$ cat config.mk
export PLATFORM = sky130hd
export DESIGN_NAME = core_top
export DESIGN_NICKNAME = d
export VERILOG_FILES = /design/src/isa_pkg.sv /design/src/bus_pkg.sv /design/src/core_ifs.sv /design/src/core_ifu.sv /design/src/core_idu.sv /design/src/core_exu.sv /design/src/core_lsu.sv /design/src/core_xbar.sv /design/src/core_top.sv
export VERILOG_INCLUDE_DIRS = /design/src
export SDC_FILE = /design/constraint.sdc
export NUM_CORES = 2
export LEC_CHECK = 0
export ABC_AREA = 1
export BUFFER_PORTS_ARGS = -buffer_cell sky130_fd_sc_hd__buf_4
export CORE_MARGIN = 1.5
export CORE_UTILIZATION = 35
export DETAILED_ROUTE_END_ITERATION = 12
export PLACE_DENSITY = 0.6
export SYNTH_ARGS = -nofsm -noshare
export SYNTH_HDL_FRONTEND = slang
export SYNTH_SLANG_ARGS = --single-unit
$ cat constraint.sdc
create_clock -name clock -period 9.8 [get_ports clock]
set_input_delay 1.96 -clock clock [delete_from_list [all_inputs] [get_ports clock]]
set_output_delay 1.96 -clock clock [all_outputs]
set_load 0.03 [all_outputs]
$ cat src/core_consts.svh
`ifndef CORE_CONSTS_SVH
`define CORE_CONSTS_SVH

// Address of the first instruction fetched after reset
`define CORE_RESET_PC 32'h0000_0000

// RV32E keeps sixteen integer registers
`define CORE_NREGS 16

// Width of a data word, a register and a PC
`define CORE_XLEN 32

`endif

$ cat src/isa_pkg.sv
`include "core_consts.svh"

package isa_pkg;

	typedef logic [`CORE_XLEN-1:0] word_t;
	typedef logic [$clog2(`CORE_NREGS)-1:0] reg_idx_t;
	typedef logic [2:0] funct3_t; // Branch condition, or load/store width and sign

	// Instruction class as seen after decode
	typedef enum logic [3:0] {
		uop_alu,
		uop_branch,
		uop_jal,
		uop_jalr,
		uop_lui,
		uop_auipc,
		uop_load,
		uop_store,
		uop_illegal
	} uop_kind_e;

	typedef enum logic [3:0] {
		alu_add,
		alu_sub,
		alu_sll,
		alu_slt,
		alu_sltu,
		alu_xor,
		alu_srl,
		alu_sra,
		alu_or,
		alu_and
	} alu_op_e;

	typedef enum logic [1:0] {
		mem_none, // Retires straight away
		mem_load,
		mem_store
	} mem_kind_e;

endpackage

$ cat src/bus_pkg.sv
`include "core_consts.svh"

package bus_pkg;

	typedef logic [`CORE_XLEN-1:0] addr_t;
	typedef logic [`CORE_XLEN/8-1:0] strb_t; // One bit per byte lane

	// Master that the outstanding request on the external port came from
	typedef enum logic {
		owner_fetch,
		owner_data
	} bus_owner_e;

endpackage

$ cat src/core_ifs.sv
`timescale 1ns/10ps

interface mem_bus_if;
	logic req_valid;
	logic req_ready;
	logic write;
	bus_pkg::addr_t addr;
	isa_pkg::word_t wdata;
	bus_pkg::strb_t wstrb;
	logic resp_valid; // One strobe per accepted request, reads and writes alike
	isa_pkg::word_t rdata;

	modport master (output req_valid, write, addr, wdata, wstrb,
		input req_ready, resp_valid, rdata);
	modport slave (input req_valid, write, addr, wdata, wstrb,
		output req_ready, resp_valid, rdata);
endinterface

interface issue_if;
	logic valid;
	logic ready;
	isa_pkg::uop_kind_e kind;
	isa_pkg::alu_op_e alu_op;
	isa_pkg::funct3_t funct3;
	isa_pkg::reg_idx_t rd;
	isa_pkg::word_t src1;
	isa_pkg::word_t src2;
	isa_pkg::word_t imm;
	isa_pkg::word_t pc;

	modport source (output valid, kind, alu_op, funct3, rd, src1, src2, imm, pc,
		input ready);
	modport sink (input valid, kind, alu_op, funct3, rd, src1, src2, imm, pc,
		output ready);
endinterface

interface mem_op_if;
	logic valid;
	logic ready;
	isa_pkg::mem_kind_e kind;
	isa_pkg::funct3_t funct3;
	isa_pkg::reg_idx_t rd;
	logic wen;
	isa_pkg::word_t result;
	bus_pkg::addr_t addr;
	isa_pkg::word_t store_data;
	isa_pkg::word_t pc;
	isa_pkg::word_t next_pc;

	modport source (output valid, kind, funct3, rd, wen, result, addr, store_data, pc,
		next_pc, input ready);
	modport sink (input valid, kind, funct3, rd, wen, result, addr, store_data, pc,
		next_pc, output ready);
endinterface

interface retire_if;
	logic valid;
	isa_pkg::word_t pc;
	isa_pkg::word_t next_pc;
	isa_pkg::reg_idx_t rd;
	logic wen;
	isa_pkg::word_t data;

	modport source (output valid, pc, next_pc, rd, wen, data);
	modport sink (input valid, pc, next_pc, rd, wen, data);
endinterface

$ cat src/core_ifu.sv
`timescale 1ns/10ps
`include "core_consts.svh"

module core_ifu (
	input  logic clock,
	input  logic reset,
	mem_bus_if.master fetch,
	retire_if.sink retire,
	output logic inst_valid,
	input  logic inst_ready,
	output isa_pkg::word_t inst,
	output isa_pkg::word_t pc
);

	typedef enum logic [1:0] {
		request,
		wait_resp,
		offer,
		wait_retire
	} fetch_state_e;

	fetch_state_e state;
	logic boot; // Stands in for a retire strobe right after reset

	always_ff @(posedge clock) begin
		if (reset) begin
			state <= wait_retire;
			boot <= 1'b1;
			pc <= `CORE_RESET_PC;
		end else begin
			boot <= 1'b0;
			case (state)
				request: if (fetch.req_ready) state <= wait_resp;
				wait_resp: if (fetch.resp_valid) state <= offer;
				offer: if (inst_ready) state <= wait_retire;
				default: if (retire.valid || boot) state <= request;
			endcase
			if (retire.valid)
				pc <= retire.next_pc; // Resolved by the EXU, carried through the LSU
		end
	end

	always_ff @(posedge clock) begin
		if (state == wait_resp && fetch.resp_valid)
			inst <= fetch.rdata;
	end

	assign fetch.req_valid = state == request;
	assign fetch.write = 1'b0;
	assign fetch.addr = pc;
	assign fetch.wdata = '0;
	assign fetch.wstrb = '0;
	assign inst_valid = state == offer;

	// The crossbar must never steer a data response to the fetch side
	assert property (@(posedge clock) disable iff (reset)
		fetch.resp_valid |-> state == wait_resp);

endmodule

$ cat src/core_idu.sv
`timescale 1ns/10ps
`include "core_consts.svh"

module core_idu (
	input  logic clock,
	input  logic reset,
	input  logic inst_valid,
	output logic inst_ready,
	input  isa_pkg::word_t inst,
	input  isa_pkg::word_t pc,
	issue_if.source issue,
	retire_if.sink retire
);

	isa_pkg::word_t regs [`CORE_NREGS];
	isa_pkg::reg_idx_t rs1;
	isa_pkg::reg_idx_t rs2;
	isa_pkg::word_t rdata1;
	isa_pkg::word_t rdata2;
	isa_pkg::word_t imm_i, imm_s, imm_b, imm_u, imm_j;
	isa_pkg::word_t imm;
	isa_pkg::uop_kind_e kind;
	isa_pkg::alu_op_e alu_op;
	logic use_rs1, use_rs2, use_rd;
	logic op_imm;

	function automatic isa_pkg::alu_op_e alu_decode(isa_pkg::funct3_t f3, logic f7_5,
		logic reg_op);
		case (f3)
			3'b000: return (reg_op && f7_5) ? isa_pkg::alu_sub : isa_pkg::alu_add;
			3'b001: return isa_pkg::alu_sll;
			3'b010: return isa_pkg::alu_slt;
			3'b011: return isa_pkg::alu_sltu;
			3'b100: return isa_pkg::alu_xor;
			3'b101: return f7_5 ? isa_pkg::alu_sra : isa_pkg::alu_srl;
			3'b110: return isa_pkg::alu_or;
			default: return isa_pkg::alu_and;
		endcase
	endfunction

	assign imm_i = {{20{inst[31]}}, inst[31:20]};
	assign imm_s = {{20{inst[31]}}, inst[31:25], inst[11:7]};
	assign imm_b = {{19{inst[31]}}, inst[31], inst[7], inst[30:25], inst[11:8], 1'b0};
	assign imm_u = {inst[31:12], 12'b0};
	assign imm_j = {{11{inst[31]}}, inst[31], inst[19:12], inst[20], inst[30:21], 1'b0};

	always_comb begin
		kind = isa_pkg::uop_illegal;
		alu_op = isa_pkg::alu_add;
		imm = imm_i;
		use_rs1 = 1'b1;
		use_rs2 = 1'b0;
		use_rd = 1'b1;
		op_imm = 1'b0;
		case (inst[6:0])
			7'b0110111: kind = isa_pkg::uop_lui;
			7'b0010111: kind = isa_pkg::uop_auipc;
			7'b1101111: kind = isa_pkg::uop_jal;
			7'b1100111: if (inst[14:12] == 3'b000) kind = isa_pkg::uop_jalr;
			7'b1100011: if (inst[14:13] != 2'b01) kind = isa_pkg::uop_branch;
			7'b0000011: if (inst[13:12] != 2'b11 && inst[14:12] != 3'b110)
				kind = isa_pkg::uop_load;
			7'b0100011: if (inst[14:12] < 3'b011) kind = isa_pkg::uop_store;
			7'b0010011: begin
				kind = isa_pkg::uop_alu;
				alu_op = alu_decode(inst[14:12], inst[30], 1'b0);
				op_imm = 1'b1;
			end
			7'b0110011: begin
				kind = isa_pkg::uop_alu;
				alu_op = alu_decode(inst[14:12], inst[30], 1'b1);
			end
			default: ;
		endcase
		case (inst[6:0])
			7'b0110111, 7'b0010111: begin
				imm = imm_u;
				use_rs1 = 1'b0;
			end
			7'b1101111: begin
				imm = imm_j;
				use_rs1 = 1'b0;
			end
			7'b1100011: begin
				imm = imm_b;
				use_rs2 = 1'b1;
				use_rd = 1'b0;
			end
			7'b0100011: begin
				imm = imm_s;
				use_rs2 = 1'b1;
				use_rd = 1'b0;
			end
			7'b0110011: use_rs2 = 1'b1;
			default: ;
		endcase
		// RV32E has no x16 to x31
		if ((use_rs1 && inst[19]) || (use_rs2 && inst[24]) || (use_rd && inst[11]))
			kind = isa_pkg::uop_illegal;
	end

	assign rs1 = inst[18:15];
	assign rs2 = inst[23:20];
	assign rdata1 = (rs1 == '0) ? '0 : regs[rs1];
	assign rdata2 = (rs2 == '0) ? '0 : regs[rs2];

	always_ff @(posedge clock) begin
		if (retire.valid && retire.wen && retire.rd != '0)
			regs[retire.rd] <= retire.data;
	end

	assign inst_ready = !issue.valid;

	always_ff @(posedge clock) begin
		if (reset)
			issue.valid <= 1'b0;
		else if (inst_valid && inst_ready)
			issue.valid <= 1'b1;
		else if (issue.ready)
			issue.valid <= 1'b0;
	end

	always_ff @(posedge clock) begin
		if (inst_valid && inst_ready) begin
			issue.kind <= kind;
			issue.alu_op <= alu_op;
			issue.funct3 <= inst[14:12];
			issue.rd <= inst[10:7];
			issue.src1 <= rdata1;
			issue.src2 <= op_imm ? imm : rdata2; // The EXU always takes operand b from src2 for ALU ops
			issue.imm <= imm;
			issue.pc <= pc;
		end
	end

	assert property (@(posedge clock) disable iff (reset)
		issue.valid && issue.ready |-> issue.kind != isa_pkg::uop_illegal);

endmodule

$ cat src/core_exu.sv
`timescale 1ns/10ps

module core_exu (
	input  logic clock,
	input  logic reset,
	issue_if.sink issue,
	mem_op_if.source mem_op
);

	isa_pkg::word_t operand_b;
	isa_pkg::word_t alu_out;
	isa_pkg::word_t pc_plus4;
	isa_pkg::word_t result;
	isa_pkg::word_t next_pc;
	isa_pkg::mem_kind_e kind;
	logic taken;
	logic wen;

	assign operand_b = (issue.kind == isa_pkg::uop_alu) ? issue.src2 : issue.imm;
	assign pc_plus4 = issue.pc + isa_pkg::word_t'(4);

	always_comb begin
		case (issue.alu_op)
			isa_pkg::alu_sub: alu_out = issue.src1 - operand_b;
			isa_pkg::alu_sll: alu_out = issue.src1 << operand_b[4:0];
			isa_pkg::alu_slt: alu_out = isa_pkg::word_t'($signed(issue.src1) < $signed(operand_b));
			isa_pkg::alu_sltu: alu_out = isa_pkg::word_t'(issue.src1 < operand_b);
			isa_pkg::alu_xor: alu_out = issue.src1 ^ operand_b;
			isa_pkg::alu_srl: alu_out = issue.src1 >> operand_b[4:0];
			isa_pkg::alu_sra: alu_out = $signed(issue.src1) >>> operand_b[4:0];
			isa_pkg::alu_or: alu_out = issue.src1 | operand_b;
			isa_pkg::alu_and: alu_out = issue.src1 & operand_b;
			default: alu_out = issue.src1 + operand_b; // Also the load/store address and jalr target
		endcase
	end

	always_comb begin
		case (issue.funct3)
			3'b000: taken = issue.src1 == issue.src2;
			3'b001: taken = issue.src1 != issue.src2;
			3'b100: taken = $signed(issue.src1) < $signed(issue.src2);
			3'b101: taken = $signed(issue.src1) >= $signed(issue.src2);
			3'b110: taken = issue.src1 < issue.src2;
			default: taken = issue.src1 >= issue.src2;
		endcase
	end

	always_comb begin
		next_pc = pc_plus4;
		result = alu_out;
		kind = isa_pkg::mem_none;
		wen = 1'b1;
		case (issue.kind)
			isa_pkg::uop_lui: result = issue.imm;
			isa_pkg::uop_auipc: result = issue.pc + issue.imm;
			isa_pkg::uop_jal: begin
				result = pc_plus4;
				next_pc = issue.pc + issue.imm;
			end
			isa_pkg::uop_jalr: begin
				result = pc_plus4;
				next_pc = {alu_out[31:1], 1'b0};
			end
			isa_pkg::uop_branch: begin
				wen = 1'b0;
				if (taken)
					next_pc = issue.pc + issue.imm;
			end
			isa_pkg::uop_load: kind = isa_pkg::mem_load;
			isa_pkg::uop_store: begin
				kind = isa_pkg::mem_store;
				wen = 1'b0;
			end
			isa_pkg::uop_illegal: wen = 1'b0; // Falls through to pc+4 as a no-op
			default: ;
		endcase
	end

	assign issue.ready = !mem_op.valid;

	always_ff @(posedge clock) begin
		if (reset)
			mem_op.valid <= 1'b0;
		else if (issue.valid && issue.ready)
			mem_op.valid <= 1'b1;
		else if (mem_op.ready)
			mem_op.valid <= 1'b0;
	end

	always_ff @(posedge clock) begin
		if (issue.valid && issue.ready) begin
			mem_op.kind <= kind;
			mem_op.funct3 <= issue.funct3;
			mem_op.rd <= issue.rd;
			mem_op.wen <= wen;
			mem_op.result <= result;
			mem_op.addr <= alu_out;
			mem_op.store_data <= issue.src2;
			mem_op.pc <= issue.pc;
			mem_op.next_pc <= next_pc;
		end
	end

endmodule

$ cat src/core_lsu.sv
`timescale 1ns/10ps

module core_lsu (
	input  logic clock,
	input  logic reset,
	mem_op_if.sink mem_op,
	mem_bus_if.master data,
	retire_if.source retire
);

	typedef enum logic [1:0] {
		idle,
		request,
		wait_resp,
		done
	} lsu_state_e;

	lsu_state_e state;
	isa_pkg::mem_kind_e kind;
	isa_pkg::funct3_t funct3;
	bus_pkg::addr_t addr_q;
	isa_pkg::word_t store_q;
	isa_pkg::word_t lane;
	isa_pkg::word_t load_value;
	logic [4:0] shift;

	always_ff @(posedge clock) begin
		if (reset) begin
			state <= idle;
		end else begin
			case (state)
				idle: if (mem_op.valid)
					state <= (mem_op.kind == isa_pkg::mem_none) ? done : request;
				request: if (data.req_ready) state <= wait_resp;
				wait_resp: if (data.resp_valid) state <= done;
				default: state <= idle;
			endcase
		end
	end

	always_ff @(posedge clock) begin
		if (mem_op.valid && mem_op.ready) begin
			kind <= mem_op.kind;
			funct3 <= mem_op.funct3;
			addr_q <= mem_op.addr;
			store_q <= mem_op.store_data;
			retire.pc <= mem_op.pc;
			retire.next_pc <= mem_op.next_pc;
			retire.rd <= mem_op.wen ? mem_op.rd : '0;
			retire.wen <= mem_op.wen;
			retire.data <= mem_op.result;
		end else if (state == wait_resp && data.resp_valid && kind == isa_pkg::mem_load) begin
			retire.data <= load_value;
		end
	end

	assign shift = {addr_q[1:0], 3'b000};
	assign lane = data.rdata >> shift;

	always_comb begin
		case (funct3)
			3'b000: load_value = {{24{lane[7]}}, lane[7:0]};
			3'b100: load_value = {24'b0, lane[7:0]};
			3'b001: load_value = {{16{lane[15]}}, lane[15:0]};
			3'b101: load_value = {16'b0, lane[15:0]};
			default: load_value = lane;
		endcase
	end

	always_comb begin
		case (funct3[1:0])
			2'b00: data.wstrb = bus_pkg::strb_t'(4'b0001) << addr_q[1:0];
			2'b01: data.wstrb = bus_pkg::strb_t'(4'b0011) << addr_q[1:0];
			default: data.wstrb = '1;
		endcase
	end

	assign mem_op.ready = state == idle;
	assign data.req_valid = state == request;
	assign data.write = kind == isa_pkg::mem_store;
	assign data.addr = {addr_q[31:2], 2'b00}; // Word address, lanes picked by wstrb
	assign data.wdata = store_q << shift;
	assign retire.valid = state == done;

	assert property (@(posedge clock) disable iff (reset)
		state == request |-> !(funct3[1:0] == 2'b01 && addr_q[0])
			&& !(funct3[1:0] == 2'b10 && addr_q[1:0] != 2'b00));

endmodule

$ cat src/core_xbar.sv
`timescale 1ns/10ps

module core_xbar (
	input  logic clock,
	input  logic reset,
	mem_bus_if.slave fetch,
	mem_bus_if.slave data,
	mem_bus_if.master ext
);

	bus_pkg::bus_owner_e owner;
	logic busy;
	logic pick_data;

	assign pick_data = data.req_valid; // Data port always wins

	assign ext.req_valid = data.req_valid || fetch.req_valid;
	assign ext.write = pick_data ? data.write : fetch.write;
	assign ext.addr = pick_data ? data.addr : fetch.addr;
	assign ext.wdata = pick_data ? data.wdata : fetch.wdata;
	assign ext.wstrb = pick_data ? data.wstrb : fetch.wstrb;

	assign data.req_ready = ext.req_ready && pick_data;
	assign fetch.req_ready = ext.req_ready && !pick_data;

	assign data.resp_valid = ext.resp_valid && owner == bus_pkg::owner_data;
	assign fetch.resp_valid = ext.resp_valid && owner == bus_pkg::owner_fetch;
	assign data.rdata = ext.rdata;
	assign fetch.rdata = ext.rdata;

	always_ff @(posedge clock) begin
		if (reset) begin
			busy <= 1'b0;
			owner <= bus_pkg::owner_fetch;
		end else if (ext.req_valid && ext.req_ready) begin
			busy <= 1'b1;
			owner <= pick_data ? bus_pkg::owner_data : bus_pkg::owner_fetch;
		end else if (ext.resp_valid) begin
			busy <= 1'b0;
		end
	end

	// One instruction in flight means one bus transfer in flight
	assert property (@(posedge clock) disable iff (reset)
		ext.req_valid && ext.req_ready |-> !busy);

endmodule

$ cat src/core_top.sv
`timescale 1ns/10ps

module core_top (
	input  logic clock,
	input  logic reset,
	output logic mem_req_valid,
	input  logic mem_req_ready,
	output logic mem_req_write,
	output bus_pkg::addr_t mem_req_addr,
	output isa_pkg::word_t mem_req_wdata,
	output bus_pkg::strb_t mem_req_wstrb,
	input  logic mem_resp_valid,
	input  isa_pkg::word_t mem_resp_rdata,
	output logic retire_valid,
	output isa_pkg::word_t retire_pc,
	output isa_pkg::reg_idx_t retire_rd,
	output isa_pkg::word_t retire_data
);

	logic inst_valid;
	logic inst_ready;
	isa_pkg::word_t inst;
	isa_pkg::word_t fetch_pc;

	mem_bus_if fetch_bus();
	mem_bus_if data_bus();
	mem_bus_if ext_bus();
	issue_if issue();
	mem_op_if mem_op();
	retire_if retire();

	core_ifu my_ifu(
		.clock(clock),
		.reset(reset),
		.fetch(fetch_bus),
		.retire(retire),
		.inst_valid(inst_valid),
		.inst_ready(inst_ready),
		.inst(inst),
		.pc(fetch_pc)
	);

	core_idu my_idu(
		.clock(clock),
		.reset(reset),
		.inst_valid(inst_valid),
		.inst_ready(inst_ready),
		.inst(inst),
		.pc(fetch_pc),
		.issue(issue),
		.retire(retire)
	);

	core_exu my_exu(
		.clock(clock),
		.reset(reset),
		.issue(issue),
		.mem_op(mem_op)
	);

	core_lsu my_lsu(
		.clock(clock),
		.reset(reset),
		.mem_op(mem_op),
		.data(data_bus),
		.retire(retire)
	);

	core_xbar my_xbar(
		.clock(clock),
		.reset(reset),
		.fetch(fetch_bus),
		.data(data_bus),
		.ext(ext_bus)
	);

	assign mem_req_valid = ext_bus.req_valid;
	assign ext_bus.req_ready = mem_req_ready;
	assign mem_req_write = ext_bus.write;
	assign mem_req_addr = ext_bus.addr;
	assign mem_req_wdata = ext_bus.wdata;
	assign mem_req_wstrb = ext_bus.wstrb;
	assign ext_bus.resp_valid = mem_resp_valid;
	assign ext_bus.rdata = mem_resp_rdata;

	assign retire_valid = retire.valid;
	assign retire_pc = retire.pc;
	assign retire_rd = retire.rd; // Already zero when the instruction writes nothing
	assign retire_data = retire.data;

endmodule

Word-level counts from Yosys, hierarchy flattened
Memory sizes are Yosys's and may differ from the RTL's. A register that Yosys moved wholly into a read port is not among the register bits.
Cells that the tools add are included.
{"block": "op_classes", "n_eq_ne": 59, "div_mod_pow": 0, "muxes": 52, "multipliers": 0, "shifts": 7, "n_addsub": 4, "bitwise": 4, "n_lt_le_gt_ge": 7, "n_reduce_logical": 47}
{"op": "32-bit case mux with 9 select lines", "n": 1}
{"op": "32-bit 2-to-1 mux", "n": 8}
{"op": "32-bit case mux with 3 select lines", "n": 2}
{"op": "32-bit less-than comparator", "n": 4}
{"op": "32-bit case mux with 4 select lines", "n": 1}
{"op": "31-bit case mux with 4 select lines", "n": 1}
{"op": "32-bit adder", "n": 2}
{"op": "32-bit greater-or-equal comparator", "n": 2}
{"op": "32-bit by 5-bit left shift with 32-bit output", "n": 2}
{"op": "32-bit by 5-bit >> shifter with 32-bit output", "n": 2}
{"op": "4-bit case mux with 7 select lines", "n": 2}
{"op": "32-bit by 3-bit adder with 32-bit output, second input constant", "n": 1}
{"op": "32-bit bitwise AND", "n": 1}
{"op": "32-bit == test", "n": 1}
{"op": "4-bit by 3-bit == test with 1-bit output, second input constant", "n": 8}
{"op": "32-bit inequality test", "n": 1}
{"op": "32-bit OR", "n": 1}
{"op": "4-bit case mux with 8 select lines", "n": 1}
{"op": "32-bit by 5-bit >>> shifter with 32-bit output", "n": 1}
{"op": "32-bit subtractor", "n": 1}
{"op": "32-bit XOR", "n": 1}
{"op": "3-bit == test, second input constant", "n": 8}
{"op": "4-bit 2-to-1 mux", "n": 6}
{"op": "7-bit by 6-bit == test with 1-bit output, second input constant", "n": 3}
{"op": "35 further kinds", "n": 119}
{"block": "totals", "mem_bits_rw": 512, "reg_bits": 523, "memories": 1, "out_inout_bits": 139, "word_cells": 214, "latch_bits": 0, "input_bits": 36, "romBits": 0}
{"name": "my_idu.regs", "depth": 16, "word_bits": 32, "read_ports": 2, "rd_clocked_by_memory_dff": 2, "wr": 1, "line": "core_idu.sv:15", "rtl": "isa_pkg::word_t regs [`CORE_NREGS];"}

Logic depth before layout (Yosys ltp)
{"block": "depth", "word_depth": 6, "depth_mapped": 24, "depth_no_buf": 23}

By module
Synthesis repeated with hierarchy kept, for this count alone.
{"block": "unflattened", "cells_unflattened": 7832, "area_unflattened_um2": 64169.0}
{"mod": "core_idu", "area_each_um2": 32348.5, "cells_each": 3537, "seq_area_each_um2": 19688.9, "n_inst": 1}
{"mod": "core_exu", "area_each_um2": 20339.5, "cells_each": 3112, "seq_area_each_um2": 5124.9, "n_inst": 1}
{"mod": "core_lsu", "area_each_um2": 7287.0, "cells_each": 614, "seq_area_each_um2": 5144.9, "n_inst": 1}
{"mod": "core_ifu", "area_each_um2": 2771.4, "cells_each": 269, "seq_area_each_um2": 1661.6, "n_inst": 1}
{"mod": "core_xbar", "area_each_um2": 1422.6, "cells_each": 300, "seq_area_each_um2": 20.0, "n_inst": 1}

Worst setup path before layout
Ideal clock, no wire load.
{"block": "synth_path", "path_kind": "register -> register", "startpoint": "register my_idu.issue.valid", "endpoint": "register my_exu.mem_op.addr[0], enable pin", "path_stages_with_launch": 3, "required_ns": 9.095, "setup_slack_ns": 1.586, "arrival_ns": 7.509, "setup_ns": 0.705, "path_buffers": 0, "path_cell_list": "dfxtp_1 inv_1 nor2_1"}
{"block": "synth_via", "elab_chain_cells": 1}
{"item": "start: declaration", "line": "core_ifs.sv:31", "rtl": "modport source (output valid, kind, alu_op, funct3, rd, src1, src2, imm, pc,"}
{"item": "start signal: assignment", "line": "core_idu.sv:116", "rtl": "issue.valid <= 1'b0;"}
{"item": "start signal: assignment", "line": "core_idu.sv:118", "rtl": "issue.valid <= 1'b1;"}
{"item": "start signal: assignment", "line": "core_idu.sv:120", "rtl": "issue.valid <= 1'b0;"}
{"item": "1-bit logical AND", "line": "core_exu.sv:91", "rtl": "if (issue.valid && issue.ready) begin"}
{"item": "end signal: assignment", "line": "core_exu.sv:97", "rtl": "mem_op.addr <= alu_out;"}
{"item": "end: declaration", "line": "core_ifs.sv:50", "rtl": "modport source (output valid, kind, funct3, rd, wen, result, addr, store_data, pc,"}
No other way between the ends.
A chain may end at the register's enable or synchronous reset.

Final worst setup path
{"block": "layout_path", "startpoint": "register my_lsu.addr_q[1]", "endpoint": "output port mem_req_wstrb[1]"}
{"block": "layout_via", "elab_chain_cells": 3, "elab_cells_between_ends": 4, "cone_classes": "shift (2); mux (2)"}
{"item": "start: declaration", "line": "core_lsu.sv:21", "rtl": "bus_pkg::addr_t addr_q;"}
{"item": "start signal: assignment", "line": "core_lsu.sv:45", "rtl": "addr_q <= mem_op.addr;"}
{"item": "2-bit by 2-bit left shift with 4-bit output or 1-bit by 2-bit left shift with 4-bit output (tied branches)", "line": "core_lsu.sv:73, core_lsu.sv:72"}
{"item": "4-bit case mux with 2 select lines *", "line": "core_lsu.sv:71", "rtl": "case (funct3[1:0])"}
{"item": "4-bit 2-to-1 mux *", "line": "core_xbar.sv:21", "rtl": "assign ext.wstrb = pick_data ? data.wstrb : fetch.wstrb;"}
{"item": "end: declaration", "line": "core_top.sv:11", "rtl": "output bus_pkg::strb_t mem_req_wstrb,"}
Mark *: on every way between the ends. The rest lies on a longest branch, timed or not.

==> metrics.txt <==
hold buffers post-CTS 0; fin crit period 5.93 ns; Critical Path Sink Type output pin; most frequent cells in the layout nand2_1 (1288), edfxtp_1 (1027), o21ai_0 (930); largest area contributor in the netlist edfxtp_1; Syn Area/Cell 8.72 µm²; routed wire length 245 mm; CORE AREA 170000 µm²; cts bufs inserted 111; routability cong. 1.01; commonest non-fill, non-tap cell in the layout nand2_1; CP peak stage delay 1.06 ns; Filler Cell Count 16929; sequential cell area 31700 µm²; Critical Path Start Type flop; Final Setup Violations 0; synth top area cells edfxtp_1 (51%), nand2_1 (8.1%), o21ai_0 (7.8%); drt via density 5.70; yosys warns 0; Die H 417 µm; Post-CTS Setup Bufs 0; H-Tree Depth 3; post-cts sizing count 0; vias in the first global route 48907; f_max 0.169 GHz; antenna-violating nets left 0; worst path bufs/invs 2; initial drt markers 6473; crit path max fanout 25; kind of cell adding the most delay to the critical path simple AND/OR/NAND/NOR gates; clk buf depth 3; Post-synth ARST share 0%; Die Width 417 µm; Max-cap violations 0; clock-pin transition on the worst setup and hold timing paths 0.06 ns; max reg flops 512; Initial Util 35.4%; Pwr Density 295 nW/µm²; Worst EP required 7.84 ns; Multi-input gate area 24300 µm²; Largest Register my_idu.regs; area grow syn2layout 12.0%; WS Path Type reg2out; GRT Overall Usage 27.4%; initial antenna violation count 7; Worst Skew 0.0913 ns; global-route wire length before repair 347 mm; register bit total from synthesis 1071; layout cell share with drive strength beyond 1 7.78%; final std cells w/o fill 9239; area share of xor/xnor cells in the synthesized design 0.831%; Worst Path Arrival 3.97 ns; top cell type's share of synthesized area 51.3%; actual slew at the worst max-slew pin 1.39 ns; max-slew violations 0; DR WL/cell 26.6 µm; largest family of logic cells by synthesized area simple AND/OR/NAND/NOR gates; final hold vios 0; Std-Cell Rows 151; pin count of the biggest net entering global routing 253; Core Util, Final 39.6%; adder-cell share of the synthesized area 3.47%; Post-Syn Instances 6891; maximum vdd drop 198 µV; gr ovfl total 0; period utilisation layout 60.5%; Synth Area in Compound Gates 16.8%; number of distinct library cells after synthesis 68; setup tns final 0 ns; drt pass-1 iters 6; Netlist Area Pre-Place 60100 µm²; sequential-to-total area share from yosys stat 52.8%; Slew headroom 7.19%; DP Cell Count 9026; CTS tree yes; I/O Buffers 174; die area 174000 µm²; Clock Latency Late Sink 0.80 ns; Vias 52652; simple-gate share of the synthesized area 18.9%; CTS root buf clkbuf_16; RSZ-0062 raised after global routing false; crit-path cells clkinv_1 > nand2_1 > o21ai_0 > buf_4; clk sink count 1071; post-synthesis mux area share 0%; Main synth FF type edfxtp_1; IO Pins 175; CP max stage cell nand2_1; Post-synth EDFFs 1027; run status finished, final reports clean; Hold Crit Class reg2reg; # DRC 0; layout net count 7122; P_leak 26.4 nW; HPWL Detailed 175 mm
## area by class of cell
cell class | count | share of cell area [%]
Antenna cell | 5 | 0.0186
Multi-Input combinational cell | 4741 | 36.2
Timing Repair Buffer | 259 | 2.96
Sequential cell | 1071 | 47.1
Clock inverter | 69 | 1.10
Tap cell | 2218 | 4.12
Inverter | 737 | 4.13
Clock buffer | 139 | 4.38
## final timing paths
kind / startpoint / to / slack (ns) / cells past startpoint
min reg2reg: my_exu.mem_op.next_pc[21] / my_lsu.retire.next_pc[21] / 0.39 / 0
max: my_lsu.addr_q[1] / mem_req_wstrb[1] / 3.87 / 4
min: my_exu.mem_op.next_pc[21] / my_lsu.retire.next_pc[21] / 0.39 / 0
max reg2reg: my_idu.issue.kind[1] / my_exu.mem_op.next_pc[18] / 4.64 / 16
## cells in the mapped netlist, types with 11 or more instances
master,n
nand2_1,1289
edfxtp_1,1027
o21ai_0,931
inv_1,714
nand3_1,582
nor2_1,557
a21oi_1,501
clkbuf_1,288
ha_1,162
o211ai_1,110
o22ai_1,89
nand4_1,58
nor3_1,55
a31oi_1,47
xor2_1,45
dfxtp_1,44
buf_2,39
buf_1,25
o21ai_1,23
nand2_2,20
o21bai_1,19
a21o_1,18
or2_2,18
nand3b_1,17
o221ai_1,17
inv_2,14
nand3_2,13
a221oi_1,12
xnor2_1,12
buf_4,11
nor4_1,11
## routing by layer
layer | part of all wire (%) | vias to the layer above | global-route usage [%]
li1 | - | 23989 | -
met1 | 42 | 25746 | 36.8
met2 | 45 | 2500 | 43.7
met3 | 8.2 | 413 | 4.40
met4 | 4.8 | 4 | 11.9
met5 | 0.011 | - | 0
## power breakdown
| group | internal (W) | leakage [nW] | switching, W |
|---|---|---|---|
| Clock | 0.00241 | 1.78 | 0.00187 |
| Sequential | 0.00612 | 9.74 | 0.000787 |
| Combinational | 0.00222 | 14.9 | 0.00647 |
| Total | 0.0107 | 26.4 | 0.00913 |
## cell families (layout without fill, tap and decap cells)
kind of cell    Yosys count  after routing
buf+inv                1110           1204
fa+ha+maj               165            165
flops                  1071           1071
simple gates           2649           2649
compound gates         1838           1838
xor+xnor                 57             57
other cells               1             37
## per-stage QoR
stage | hold slack, ns | instance area [µm²] | power (W) | setup WS (ns)
2_1_floorplan | 0.400 | 60200 | 0.0119 | 1.59
3_3_place_gp | 0.401 | 63600 | 0.0154 | 4.62
3_5_place_dp | 0.405 | 63600 | 0.0154 | 4.63
4_1_cts | 0.387 | 67300 | 0.0197 | 3.82
5_1_grt | 0.396 | 67300 | 0.0208 | 3.69
6_report | 0.389 | 67300 | 0.0199 | 3.87
(Power assumes the default switching activity.)
